### src/rtl/fetch_pkg.sv
package fetch_pkg;

    // Address and reset values
    localparam int ADDR_W = 64;
    localparam logic [ADDR_W-1:0] RESET_PC = 64'h0000_1000;
    localparam logic [ADDR_W-1:0] ADDR_ALL_ONES = '1;

    // Fetch queue sizing
    localparam int QUEUE_DEPTH = 4;
    // Leaves room for the fetches still in flight
    localparam int QUEUE_STOP_LEVEL = 2;
    localparam int QUEUE_PTR_W = $clog2(QUEUE_DEPTH);
    localparam int QUEUE_CNT_W = QUEUE_PTR_W + 1;

    typedef enum logic [1:0] {
        IDLE            = 2'd0,
        WAIT_REQ_ACCEPT = 2'd1,
        WAIT_RESP       = 2'd2
    } fetch_state_e;

    // One memory word, or two 32-bit instructions
    typedef union packed {
        logic [63:0]      w64;
        logic [1:0][31:0] slot;
    } fetch_word_u;

    typedef struct packed {
        logic              valid;
        logic [ADDR_W-1:0] addr;
    } mem_req_s;

    typedef struct packed {
        logic              valid;
        logic [ADDR_W-1:0] addr;
        fetch_word_u       data;
        logic              load_fault;
    } mem_resp_s;

    typedef struct packed {
        logic [ADDR_W-1:0] pc;
        fetch_word_u       word;
        logic              load_fault;
    } fetched_s;

    typedef struct packed {
        logic [ADDR_W-1:0] pc;
        logic [31:0]       instr;
        logic              load_fault;
    } decode_instr_s;

    typedef struct packed {
        fetch_state_e      state;
        logic              req_valid;
        logic [ADDR_W-1:0] req_addr;
        logic              resp_ready;
        logic [ADDR_W-1:0] mem_resp_shadow;
        logic [ADDR_W-1:0] pc;
        fetch_word_u       word;
        logic              load_fault;
        logic              progbuf_ena;
        logic              out_valid;
    } fetch_regs_s;

    localparam fetch_regs_s FETCH_REGS_RESET = '{
        state:           IDLE,
        req_valid:       1'b0,
        req_addr:        ADDR_ALL_ONES,
        resp_ready:      1'b0,
        mem_resp_shadow: ADDR_ALL_ONES,
        pc:              ADDR_ALL_ONES,
        word:            '0,
        load_fault:      1'b0,
        progbuf_ena:     1'b0,
        out_valid:       1'b0
    };

endpackage

### src/rtl/pc_predictor.sv
`timescale 1ns/100ps

module pc_predictor
    import fetch_pkg::*;
(
    input  logic              i_clk,
    input  logic              i_nrst,
    input  logic              i_flush,
    input  logic [ADDR_W-1:0] i_flush_pc,
    input  logic              i_progbuf_ena,
    input  logic              i_queue_stop,
    input  mem_req_s          i_mem_req,
    input  logic              i_mem_req_ready,
    output logic              o_bp_valid,
    output logic [ADDR_W-1:0] o_bp_pc
);

    logic [ADDR_W-1:0] next_pc;
    logic              req_fire;

    // Request handshake on the memory port
    assign req_fire = i_mem_req.valid && i_mem_req_ready;

    // Sequential PC, a flush redirect wins over an accept in the same cycle
    always_ff @(posedge i_clk or negedge i_nrst) begin
        if (!i_nrst) begin
            next_pc <= RESET_PC;
        end else if (i_flush) begin
            next_pc <= i_flush_pc;
        end else if (req_fire) begin
            next_pc <= i_mem_req.addr + ADDR_W'(4);
        end
    end

    // No new offers while the queue is nearly full or the debug buffer runs
    assign o_bp_valid = !i_queue_stop && !i_progbuf_ena;
    assign o_bp_pc    = next_pc;

    // The fetch stage only ever launches the address offered here, even
    // after re-writing a waiting request
    a_accept_matches_offer: assert property (
        @(posedge i_clk) disable iff (!i_nrst)
        (req_fire && !i_flush) |-> (i_mem_req.addr == next_pc)
    );

endmodule

### src/rtl/instr_fetch.sv
`timescale 1ns/100ps

module instr_fetch
    import fetch_pkg::*;
(
    input  logic              i_clk,
    input  logic              i_nrst,
    input  logic              i_bp_valid,
    input  logic [ADDR_W-1:0] i_bp_pc,
    output logic [ADDR_W-1:0] o_requested_pc,
    output logic [ADDR_W-1:0] o_fetching_pc,
    input  logic              i_mem_req_ready,
    output mem_req_s          o_mem_req,
    input  mem_resp_s         i_mem_resp,
    output logic              o_mem_resp_ready,
    input  logic              i_flush,
    input  logic              i_progbuf_ena,
    input  logic [ADDR_W-1:0] i_progbuf_pc,
    input  logic [31:0]       i_progbuf_instr,
    output logic              o_fetched_valid,
    output fetched_s          o_fetched
);

    fetch_regs_s r;
    fetch_regs_s rin;
    logic        req_fire;

    // A second request waits in WAIT_RESP and goes out with the response
    assign o_mem_req.valid  = r.req_valid && ((r.state != WAIT_RESP) || i_mem_resp.valid);
    assign o_mem_req.addr   = r.req_addr;
    assign req_fire         = o_mem_req.valid && i_mem_req_ready;
    assign o_mem_resp_ready = r.resp_ready;
    assign o_requested_pc   = r.req_addr;
    assign o_fetching_pc    = r.mem_resp_shadow;
    assign o_fetched_valid  = r.out_valid;
    assign o_fetched.pc         = r.pc;
    assign o_fetched.word       = r.word;
    assign o_fetched.load_fault = r.load_fault;

    always_comb begin
        fetch_regs_s v;

        v = r;
        v.out_valid = 1'b0;

        case (r.state)
            IDLE: begin
                v.req_valid = 1'b0;
                v.progbuf_ena = 1'b0;
                if (i_progbuf_ena) begin
                    v.progbuf_ena = 1'b1;
                    // One instruction per entry into the program buffer
                    if (!r.progbuf_ena) begin
                        v.out_valid = 1'b1;
                        v.pc = {i_progbuf_pc[ADDR_W-1:3], 1'b0, i_progbuf_pc[1:0]};
                        v.word.slot[0] = i_progbuf_instr;
                        v.word.slot[1] = '0;
                        v.load_fault = 1'b0;
                    end
                end else if (i_bp_valid) begin
                    v.req_valid = 1'b1;
                    v.req_addr = i_bp_pc;
                    v.state = WAIT_REQ_ACCEPT;
                end
            end
            WAIT_REQ_ACCEPT: begin
                if (req_fire) begin
                    v.mem_resp_shadow = r.req_addr;
                    v.req_valid = 1'b0;
                    v.state = WAIT_RESP;
                end else if (i_bp_valid) begin
                    // Follow the newest offer until the memory takes it
                    v.req_addr = i_bp_pc;
                end
            end
            WAIT_RESP: begin
                if (i_mem_resp.valid) begin
                    // Stale responses from before a flush miss the shadow
                    if (i_mem_resp.addr[ADDR_W-1:3] == r.mem_resp_shadow[ADDR_W-1:3]) begin
                        v.out_valid = 1'b1;
                        v.pc = r.mem_resp_shadow;
                        v.word = i_mem_resp.data;
                        v.load_fault = i_mem_resp.load_fault;
                    end
                    if (req_fire) begin
                        v.mem_resp_shadow = r.req_addr;
                        v.req_valid = 1'b0;
                    end else if (r.req_valid) begin
                        v.state = WAIT_REQ_ACCEPT;
                        if (i_bp_valid) begin
                            v.req_addr = i_bp_pc;
                        end
                    end else if (i_bp_valid) begin
                        v.req_valid = 1'b1;
                        v.req_addr = i_bp_pc;
                        v.state = WAIT_REQ_ACCEPT;
                    end else begin
                        v.req_addr = ADDR_ALL_ONES;
                        v.state = IDLE;
                    end
                end else if (i_bp_valid) begin
                    // Prepare the next request behind the pending one
                    v.req_valid = 1'b1;
                    v.req_addr = i_bp_pc;
                end
            end
            default: begin
                v.state = IDLE;
            end
        endcase

        if (i_flush) begin
            v.req_valid = 1'b0;
            v.req_addr = ADDR_ALL_ONES;
            v.mem_resp_shadow = ADDR_ALL_ONES;
            v.out_valid = 1'b0;
            v.pc = ADDR_ALL_ONES;
            v.word.w64 = '0;
            v.load_fault = 1'b0;
            v.progbuf_ena = 1'b0;
            // Keep waiting so an old response can be absorbed
            if (v.state != WAIT_RESP) begin
                v.state = IDLE;
            end
        end

        v.resp_ready = (v.state == WAIT_RESP);
        rin = v;
    end

    always_ff @(posedge i_clk or negedge i_nrst) begin
        if (!i_nrst) begin
            r <= FETCH_REGS_RESET;
        end else begin
            r <= rin;
        end
    end

    // Request stays pending until the memory takes it or a flush drops it
    a_req_held: assert property (
        @(posedge i_clk) disable iff (!i_nrst)
        (o_mem_req.valid && !i_mem_req_ready && !i_flush) |=> o_mem_req.valid
    );

    // Memory only answers what this stage is waiting for
    a_resp_in_wait: assert property (
        @(posedge i_clk) disable iff (!i_nrst)
        i_mem_resp.valid |-> (r.state == WAIT_RESP)
    );

    a_state_legal: assert property (
        @(posedge i_clk) disable iff (!i_nrst)
        r.state inside {IDLE, WAIT_REQ_ACCEPT, WAIT_RESP}
    );

endmodule

### src/rtl/fetch_queue.sv
`timescale 1ns/100ps

module fetch_queue
    import fetch_pkg::*;
(
    input  logic          i_clk,
    input  logic          i_nrst,
    input  logic          i_flush,
    input  logic          i_fetched_valid,
    input  fetched_s      i_fetched,
    output logic          o_queue_stop,
    output logic          o_dec_valid,
    output decode_instr_s o_dec,
    input  logic          i_dec_ready
);

    fetched_s               entries [QUEUE_DEPTH];
    logic [QUEUE_PTR_W-1:0] wr_ptr;
    logic [QUEUE_PTR_W-1:0] rd_ptr;
    logic [QUEUE_CNT_W-1:0] count;
    logic                   push;
    logic                   pop;
    fetched_s               head;

    // Output of the fetch stage in a flush cycle is already stale
    assign push = i_fetched_valid && !i_flush;
    assign pop  = o_dec_valid && i_dec_ready;

    always_ff @(posedge i_clk) begin
        if (push) begin
            entries[wr_ptr] <= i_fetched;
        end
    end

    always_ff @(posedge i_clk or negedge i_nrst) begin
        if (!i_nrst) begin
            wr_ptr <= '0;
            rd_ptr <= '0;
            count  <= '0;
        end else if (i_flush) begin
            wr_ptr <= '0;
            rd_ptr <= '0;
            count  <= '0;
        end else begin
            if (push) begin
                wr_ptr <= wr_ptr + 1'b1;
            end
            if (pop) begin
                rd_ptr <= rd_ptr + 1'b1;
            end
            case ({push, pop})
                2'b10: count <= count + 1'b1;
                2'b01: count <= count - 1'b1;
                default: count <= count;
            endcase
        end
    end

    assign o_queue_stop = (count >= QUEUE_CNT_W'(QUEUE_STOP_LEVEL));

    // Head entry, picking the half of the word addressed by pc[2]
    assign head             = entries[rd_ptr];
    assign o_dec_valid      = (count != '0);
    assign o_dec.pc         = head.pc;
    assign o_dec.instr      = head.word.slot[head.pc[2]];
    assign o_dec.load_fault = head.load_fault;

    // Upstream throttling must leave room for fetches in flight
    a_no_push_full: assert property (
        @(posedge i_clk) disable iff (!i_nrst)
        push |-> (count < QUEUE_CNT_W'(QUEUE_DEPTH))
    );

    a_count_bound: assert property (
        @(posedge i_clk) disable iff (!i_nrst)
        count <= QUEUE_CNT_W'(QUEUE_DEPTH)
    );

endmodule

### src/rtl/fetch_top.sv
`timescale 1ns/100ps

module fetch_top
    import fetch_pkg::*;
(
    input  logic              i_clk,
    input  logic              i_nrst,
    input  logic              i_flush,
    input  logic [ADDR_W-1:0] i_flush_pc,
    input  logic              i_progbuf_ena,
    input  logic [ADDR_W-1:0] i_progbuf_pc,
    input  logic [31:0]       i_progbuf_instr,
    output mem_req_s          o_mem_req,
    input  logic              i_mem_req_ready,
    input  mem_resp_s         i_mem_resp,
    output logic              o_mem_resp_ready,
    output logic              o_dec_valid,
    output decode_instr_s     o_dec,
    input  logic              i_dec_ready
);

    logic              bp_valid;
    logic [ADDR_W-1:0] bp_pc;
    logic              queue_stop;
    logic              fetched_valid;
    fetched_s          fetched;

    pc_predictor pred0 (
        .i_clk           (i_clk),
        .i_nrst          (i_nrst),
        .i_flush         (i_flush),
        .i_flush_pc      (i_flush_pc),
        .i_progbuf_ena   (i_progbuf_ena),
        .i_queue_stop    (queue_stop),
        .i_mem_req       (o_mem_req),
        .i_mem_req_ready (i_mem_req_ready),
        .o_bp_valid      (bp_valid),
        .o_bp_pc         (bp_pc)
    );

    // Requested and in-flight addresses are left for debug probing
    instr_fetch fetch0 (
        .i_clk            (i_clk),
        .i_nrst           (i_nrst),
        .i_bp_valid       (bp_valid),
        .i_bp_pc          (bp_pc),
        .o_requested_pc   (),
        .o_fetching_pc    (),
        .i_mem_req_ready  (i_mem_req_ready),
        .o_mem_req        (o_mem_req),
        .i_mem_resp       (i_mem_resp),
        .o_mem_resp_ready (o_mem_resp_ready),
        .i_flush          (i_flush),
        .i_progbuf_ena    (i_progbuf_ena),
        .i_progbuf_pc     (i_progbuf_pc),
        .i_progbuf_instr  (i_progbuf_instr),
        .o_fetched_valid  (fetched_valid),
        .o_fetched        (fetched)
    );

    fetch_queue queue0 (
        .i_clk           (i_clk),
        .i_nrst          (i_nrst),
        .i_flush         (i_flush),
        .i_fetched_valid (fetched_valid),
        .i_fetched       (fetched),
        .o_queue_stop    (queue_stop),
        .o_dec_valid     (o_dec_valid),
        .o_dec           (o_dec),
        .i_dec_ready     (i_dec_ready)
    );

endmodule

### config.mk
export PLATFORM = sky130hd
export DESIGN_NAME = fetch_top
export DESIGN_NICKNAME = d
export VERILOG_FILES = /design/src/rtl/fetch_pkg.sv /design/src/rtl/pc_predictor.sv /design/src/rtl/instr_fetch.sv /design/src/rtl/fetch_queue.sv /design/src/rtl/fetch_top.sv
export SDC_FILE = /design/constraint.sdc
export NUM_CORES = 1
export LEC_CHECK = 0
export BUFFER_PORTS_ARGS = -buffer_cell sky130_fd_sc_hd__buf_2
export CAP_MARGIN = 20
export CORE_MARGIN = 5
export CORE_UTILIZATION = 60
export CTS_CLUSTER_SIZE = 40
export DETAILED_ROUTE_END_ITERATION = 16
export PLACE_DENSITY = 0.82
export SYNTH_ARGS = -nofsm -noshare
export SYNTH_HDL_FRONTEND = slang
export SYNTH_SLANG_ARGS = --single-unit
### constraint.sdc
create_clock -name i_clk -period 8.9 [get_ports i_clk]
set_input_delay 0.89 -clock i_clk [delete_from_list [all_inputs] [get_ports i_clk]]
set_output_delay 0.89 -clock i_clk [all_outputs]
set_load 0.01 [all_outputs]
# Word-level counts from Yosys, hierarchy flattened
# Memories as Yosys holds them, arrays and structs flattened.
# Cells that the tools add are included.
# classes
n_addsub	5
mul	0
div_mod_pow	0
magnitude_cmp	2
eq_ne	18
n_shift	0
n_mux	46
bitwise	0
reduce_logical	23
# op_table
op	count
$mux W64	8
$mux W129	2
$pmux W129 S2	1
$mux W67	3
$mux W195	1
$pmux W65 S3	1
$mux W193	1
$mux W131	1
$mux W65	2
$pmux W64 S2	1
$add A64 B3 Y64 const B	1
$mux W32	2
$eq A61 B61 Y1	1
$ne A3 B3 Y1 const B	6
$mux W2	8
$reduce_bool A3 Y1	4
$mux W1	10
$ne A4 B4 Y1 const B	2
$reduce_bool A2 Y1	4
$eq A2 B2 Y1 const B	3
$mux W3	2
$ne A3 B2 Y1 const B	2
$pmux W2 S3	1
$pmux W3 S2	1
17 further kinds	26
# totals
reg_bits	334
latch_bits	0
ramBits	516
rom_bits	0
in_bits	296
out_inout_bits	164
word_cells	109
n_memories	1
# mem_list
name	words	width	rd	rd_ports_with_merged_regs	wr	line	source
queue0.entries	4	129	1	0	1	fetch_queue.sv:17	fetched_s entries [QUEUE_DEPTH];

# Longest topological paths before layout
# Gate-level depths: netlist of run 1.
# depth
depth_word	12
mapped_depth	10
depth_no_buf	8

# By module
# From an unflattened synthesis of run 1, not the netlist that was laid out.
# unflattened
cells_unflattened	3130
hier_area_um2	40590.2
# modules_own_cells
mod	n_inst	cells_each	area_each_um2	seq_area_each_um2
fetch_queue	1	762	19581.3	15670.0
instr_fetch	1	1861	16816.1	6821.5
pc_predictor	1	507	4192.8	1602.8

# Least setup slack after synthesis of run 1
# No wires, ideal clock.
# synth_path
path_kind	input to register
from	input port i_flush
to	memory queue0.entries[0][0] (netlist name) (enable)
setup_ns	0.504
arrival_ns	4.482
required_ns	8.396
slack_ns	3.914
path_stages	4
n_path_buf	2
path_cell_list	clkbuf_1 clkbuf_1 nor2b_1 and2_1
# synth_between
elab_chain_len	4
# synth_rtl
item	line	source
start, declared	fetch_top.sv:8	input logic i_flush,
$logic_not A1 Y1	fetch_queue.sv:26	assign push = i_fetched_valid && !i_flush;
$logic_and A1 B1 Y1	fetch_queue.sv:26	
$mux W1	fetch_queue.sv:30	if (push) begin
$mux W1 (not written as such)	fetch_queue.sv:31	entries[wr_ptr] <= i_fetched;
end, declared	fetch_queue.sv:17	
# No other way between the ends.

==> impl_metrics.tcl, run 1 <==
set metrics [dict create \
    seq_power_share_pct 45.0 \
    max_freq_ghz 0.215 \
    wl_mm 115 \
    fin_crit_sh_pct 52.3 \
    syn-num-nets 3196 \
    grt_pass1_vias 27186 \
    min_period_ns 4.65 \
    remaining_drc_errors 0 \
    switching_power_mw 4.26 \
    fin_nets 3482 \
    place_hpwl_mm 71.7 \
    cap_violations 0 \
    tritoncts "done" \
    tightest_slew_ns 1.18 \
    synthCells 2890 \
    clockBufferDepth 3 \
    area_delta_synth_final_pct 13.6 \
    ys_seq_elements 850 \
    sw_frac_of_total_pct 33.9 \
    crit_fanout 65 \
    ioPinCount 460 \
    r2r-start "fetch0.o_fetching_pc[12]" \
    cp-end-kind "output port" \
    numClockSinks 850 \
    finalSetupViolCount 0 \
    grt_util_all_layers_pct 32.1 \
    async_flop_share_pct 39.3 \
    start_util_pct 60.3 \
    dpl_worst_slack_ns 4.33 \
    wl_met1_mm 41.2 \
    synth_area_sq_mm 0.0387 \
    wl_met3_mm 13.0 \
    critPathLaunch "queue0.rd_ptr[0]" \
    final_antenna_net_count 0 \
    cts_hold_buffers 0 \
    status "finished, final reports clean" \
    grt_pass1_wl_mm 173 \
    slew_violations 0 \
    overflow 0 \
    synth_cell_types 63 \
    wire_per_inst_microns 28.0 \
    clockRootBuffer "clkbuf_16" \
    synth_edf_count 516 \
    path_class "reg2out" \
    power_density_mw_per_mm2 286 \
    postCtsSetupRepairBufs 0 \
    critical_path_required_ns 8.01 \
    postLayoutCoreUtil_pct 68.5 \
    clkTransAtPathRegs_ns 0.06 \
    hold_violations 0 \
    power_leakage_nw 16.1 \
    highest_layer "met5" \
    wl_met2_mm 55.8 \
    die_y_microns 264 \
    cts-resized-gates 0 \
    drt_pass1_iterations 6 \
    hp-class "in2async" \
    tns_ns 0 \
    port_buffers 455 \
    vias 27464 \
    cts_max_level 3 \
    grt_max_degree 147 \
    combPwrFrac_pct 26.6 \
    slew_headroom_pct 21.4 \
    core_region_area_sq_mm 0.0641 \
    clk_latency_ns 0.65 \
    ys_seq_area_share_pct 62.3 \
    antenna_found_initial 20 \
    rsz0062_at_grt "no" \
    die-area_sq_mm 0.0696 \
    place_area_sq_mm 0.0410 \
    die_width_microns 264 \
    dominantRegCellSynth "edfxtp_1" \
    rows 93 \
    vias_per_cell 6.66 \
    numCtsBuffers 85 \
    fin_ws_ns 4.25 \
    dr.first_iter.drc_count 3584 \
    place_congestion 0.925 \
    power.total_mw 12.6 \
    crit_arrival_ns 3.76 \
    final_cell_area_sq_mm 0.0439 \
    skew_ns 0.0499 \
    startpoint_type "flip-flop" \
    clkPwrFrac_pct 28.4 \
    p_int_mw 8.32 \
    avgSynthCellArea_sq_um 13.4 \
    ir_drop_uv 197 \
    drive_above_1_share_pct 34.5 \
    yosys_warnings 0 \
]
[power by group through the flow]
stage | combinational [mW] | clock, mW | sequential, mW
2_1_floorplan | 2.55 | 0 | 5.27
3_3_place_gp | 3.16 | 0 | 5.62
3_5_place_dp | 3.27 | 0 | 5.69
4_1_cts | 3.31 | 3.60 | 5.63
5_1_grt | 3.58 | 3.78 | 5.71
6_report | 3.35 | 3.57 | 5.65
[final cells by class]
cell class              instances  area, sq um
flip-flops and latches        850        24100
inverters                      61          229
repair buffers                501         2700
diodes                         18         45.0
fillers                      4258        20200
clock inverters                41          443
well taps                     855         1070
clock buffers                 119         2360
multi-input cells            1677        13000
[path summary, 6_finish.rpt]
path                                    endpoint  slack (ns)  depth (start not counted)
min                            pred0.o_bp_pc[32]        0.21                          1
min in group i_clk              pred0.o_bp_pc[3]        0.45                          3
max in group asynchronous       pred0.o_bp_pc[4]        6.38                          3
max                                    o_dec[16]        4.25                          5
max reg2reg                 fetch0.o_fetched[83]        4.68                          8
min reg2reg                queue0.entries[3][61]        0.49                          0
[critical path, stage by stage, from the launching register on]
cell and delay (ns):
dfrtp_4 1.08, mux4_2 0.38, buf_4 0.71, mux4_2 0.43, mux2_2 0.32, buf_2 0.15
[placed cells by master (no fill, tap or decap), types with 24 or more instances in the layout]
master     instances
a211oi_1          64
a21oi_1           92
a221oi_1          60
a22o_1            36
a22oi_1           32
buf_2            453
buf_4             42
clkbuf_1          25
clkbuf_16         86
dfrtp_1          139
dfstp_2          193
edfxtp_1         516
inv_1             61
mux2_2            78
mux4_2           129
nand2_1          330
nand3_1           24
nand4_1           27
nor2_1            81
o21ai_0          266
o221a_2           61
o22a_1            62
xor2_1            88
[through the flow]
step	hold WS (ns)	cells
3_5_place_dp	0.497	3942
4_1_cts	0.213	4102
5_1_grt	0.230	4119
3_3_place_gp	0.484	3941
2_1_floorplan	0.476	2890
6_report	0.205	4122
[registers in the layout (all words and copies together), names as in the netlist]
signal / flops
queue0.rd_ptr: 2
fetch0.o_requested_pc: 64
fetch0.r: 4
fetch0.o_fetched: 129
pred0.o_bp_pc: 64
queue0.wr_ptr: 2
fetch0.o_fetched_valid: 1
queue0.entries: 516
queue0.count: 3
fetch0.o_fetching_pc: 64
fetch0.o_mem_resp_ready: 1
[Yosys cell counts, types with 7 or more instances]
master	number	area, sq um
mux2i_1	23	230
o22a_1	63	552
ha_1	9	113
buf_4	66	495
a21boi_0	18	135
a21oi_1	92	460
and4_1	8	70.1
o21ai_1	10	50.1
nor2_1	85	319
nor4_1	23	144
buf_6	7	78.8
xor2_1	88	771
dfstp_2	193	5070
edfxtp_1	516	15500
o221ai_1	13	114
nand3_1	26	130
clkbuf_1	168	631
a221oi_1	60	526
or3_1	14	87.6
o21ai_0	266	1330
buf_2	39	195
nand4_1	27	169
a22oi_1	32	240
mux2_2	78	878
inv_1	61	229
nand2_1	331	1240
and2_1	11	68.8
nor3_1	22	110
xnor2_1	15	131
o221a_2	61	687
and3_1	12	75.1
a22o_1	36	315
mux4_2	129	2910
a211oi_1	64	480
o31a_1	12	105
buf_1	20	75.1
dfrtp_1	141	3530
[routing by layer]
layer | up-vias | GRT usage (%)
met5 | - | 0
met1 | 13809 | 43.1
li1 | 11552 | -
met2 | 1799 | 51.2
met4 | 8 | 13.0
met3 | 296 | 7.72
[cell families after synthesis]
logic type	synth area share, %
AO/OA/AOI/OAI	13.4
XOR/XNOR	2.33
adder cells (fa/ha/maj)	0.343
buffers and inverters	4.43
flip-flops	62.3
multiplexers	10.4
AND/OR/NAND/NOR	6.82
No activity file was read; power rests on OpenSTA's default activity.
==> run 2: changes to the inputs <==
- CORE_UTILIZATION: 60 -> 53
- PLACE_DENSITY: 0.82 -> 0.77
- clock period: 8.9 -> 4 ns (I/O delays scaled with it)
==> impl_metrics.tcl, run 2 (same netlist as run 1, synthesis figures left out) <==
set metrics [dict create \
    status "finished, final reports clean" \
    min_period_ns 3.61 \
    cp_top_family "buffers and inverters" \
    grt_max_degree 113 \
    drt_pass1_iterations 6 \
    area_delta_synth_final_pct 17.3 \
    grt_pass1_vias 26673 \
    fin_nets 3586 \
    port_buffers 455 \
    max_freq_ghz 0.277 \
    start_util_pct 53.2 \
    crit_fanout 57 \
    timing.critical_path.buf_inv 3 \
    dp.cells 4078 \
    drive_above_1_share_pct 34.6 \
    crit_chain "buf_4, buf_4, mux4_2, buf_2" \
    rows 99 \
    slowest_delay_ns 0.81 \
    fin_ws_ns 0.393 \
    grt_pass1_wl_mm 171 \
    ioPinCount 460 \
    tns_ns 0 \
    clockBufferDepth 3 \
    finalSetupViolCount 0 \
    numCtsBuffers 86 \
    whs_ns 0.0293 \
    clockRootBuffer "clkbuf_16" \
    clkTransAtPathRegs_ns 0.06 \
    tightest_slew_ns 1.16 \
    layout_common_cells "516 x edfxtp_1, 453 x buf_2, 330 x nand2_1" \
    path_class "reg2out" \
    grt_util_all_layers_pct 28.6 \
    dpl_worst_slack_ns 0.785 \
    dr.first_iter.drc_count 3090 \
    ir_drop_uv 528 \
    finalNonFillerCells 4327 \
    rsz0062_at_grt "no" \
    antenna_found_initial 15 \
    crit_arrival_ns 3.21 \
    tritoncts "done" \
    skew_ns 0.0581 \
    startpoint_type "flip-flop" \
    wl_mm 115 \
    final_antenna_net_count 0 \
    vias_per_cell 6.33 \
    postLayoutCoreUtil_pct 62.4 \
    cpMostUsedCell "buf_4" \
    clk_latency_ns 0.68 \
    overflow 0 \
    die_y_microns 280 \
    vias 27385 \
    cp-end-kind "output port" \
    remaining_drc_errors 0 \
    die-area_sq_mm 0.0785 \
    die_width_microns 280 \
    critical_path_required_ns 3.60 \
    numClockSinks 850 \
    cts_max_level 3 \
    wire_per_inst_microns 26.6 \
    slew_violations 0 \
    cap_violations 0 \
    core_region_area_sq_mm 0.0727 \
    power_leakage_nw 16.7 \
    slew_headroom_pct 22.9 \
    largest_register_ffs 516 \
    fin_crit_sh_pct 90.2 \
    place_congestion 0.849 \
    final_common_cell "edfxtp_1" \
    place_hpwl_mm 72.4 \
    power_density_mw_per_mm2 630 \
    hold_violations 0 \
    regMostFlops "queue0.entries" \
    hp-class "in2reg" \
    cp_slowest_cell "buf_4" \
]
## run 2: stage by stage
stage	area, sq um	total power [mW]
after floorplan	38700	17.4
after global placement	41600	19.8
after detailed placement	41600	20.1
after CTS	45300	28.6
after global routing	45400	29.8
final	45400	28.6
## run 2: area by class of cell
| cell class | instances | area, sq um |
|---|---|---|
| Fill cell | 5245 | 27300 |
| Multi-Input combinational cell | 1677 | 13000 |
| Inverter | 61 | 229 |
| Timing Repair Buffer | 604 | 3810 |
| Sequential cell | 850 | 24100 |
| Clock inverter | 53 | 724 |
| Clock buffer | 108 | 2310 |
| Antenna cell | 15 | 37.5 |
| Tap cell | 959 | 1200 |
## run 2: worst register-to-register path, cell delays in order, from the launching register on
cell and delay, ns:
dfrtp_1 0.42, inv_1 0.15, ha_4 0.50, buf_4 0.61, buf_4 0.66, o21ai_0 0.24, nand2_1 0.14, nand2_1 0.06
o21ai_0 0.19, mux2_2 0.17
## run 2: worst paths after layout
path	start	end	slack, ns	cells after the start
max in group asynchronous	i_nrst	fetch0.o_fetching_pc[37]	2.57	3
worst min register to register	fetch0.o_fetched[58]	queue0.entries[2][58]	0.51	0
min in group asynchronous	i_nrst	pred0.o_bp_pc[29]	0.39	2
worst min-delay path	i_mem_resp[58]	fetch0.o_fetched[58]	0.03	2
worst max-delay path	queue0.rd_ptr[1]	o_dec[67]	0.39	4
worst max register to register	fetch0.r[261]	fetch0.o_requested_pc[18]	0.82	9
## run 2: layer usage
| layer | share of wire [%] | vias up | track usage [%] |
|---|---|---|---|
| met5 | 0 | - | 0 |
| met4 | 4.4 | 0 | 11.8 |
| met3 | 10 | 249 | 5.98 |
| met2 | 48 | 1578 | 45.4 |
| met1 | 38 | 13798 | 38.9 |
| li1 | - | 11760 | - |
## run 2: what timing repair did
item,CTS,global route
setup buffers,0,0
hold endpoints to repair,109,0
hold buffers,73,0
gates resized for setup,0,0
## run 2: report_power, final
group	switching, mW	internal [mW]
Sequential	1.58	10.9
Clock	3.60	4.88
Combinational	4.38	3.27
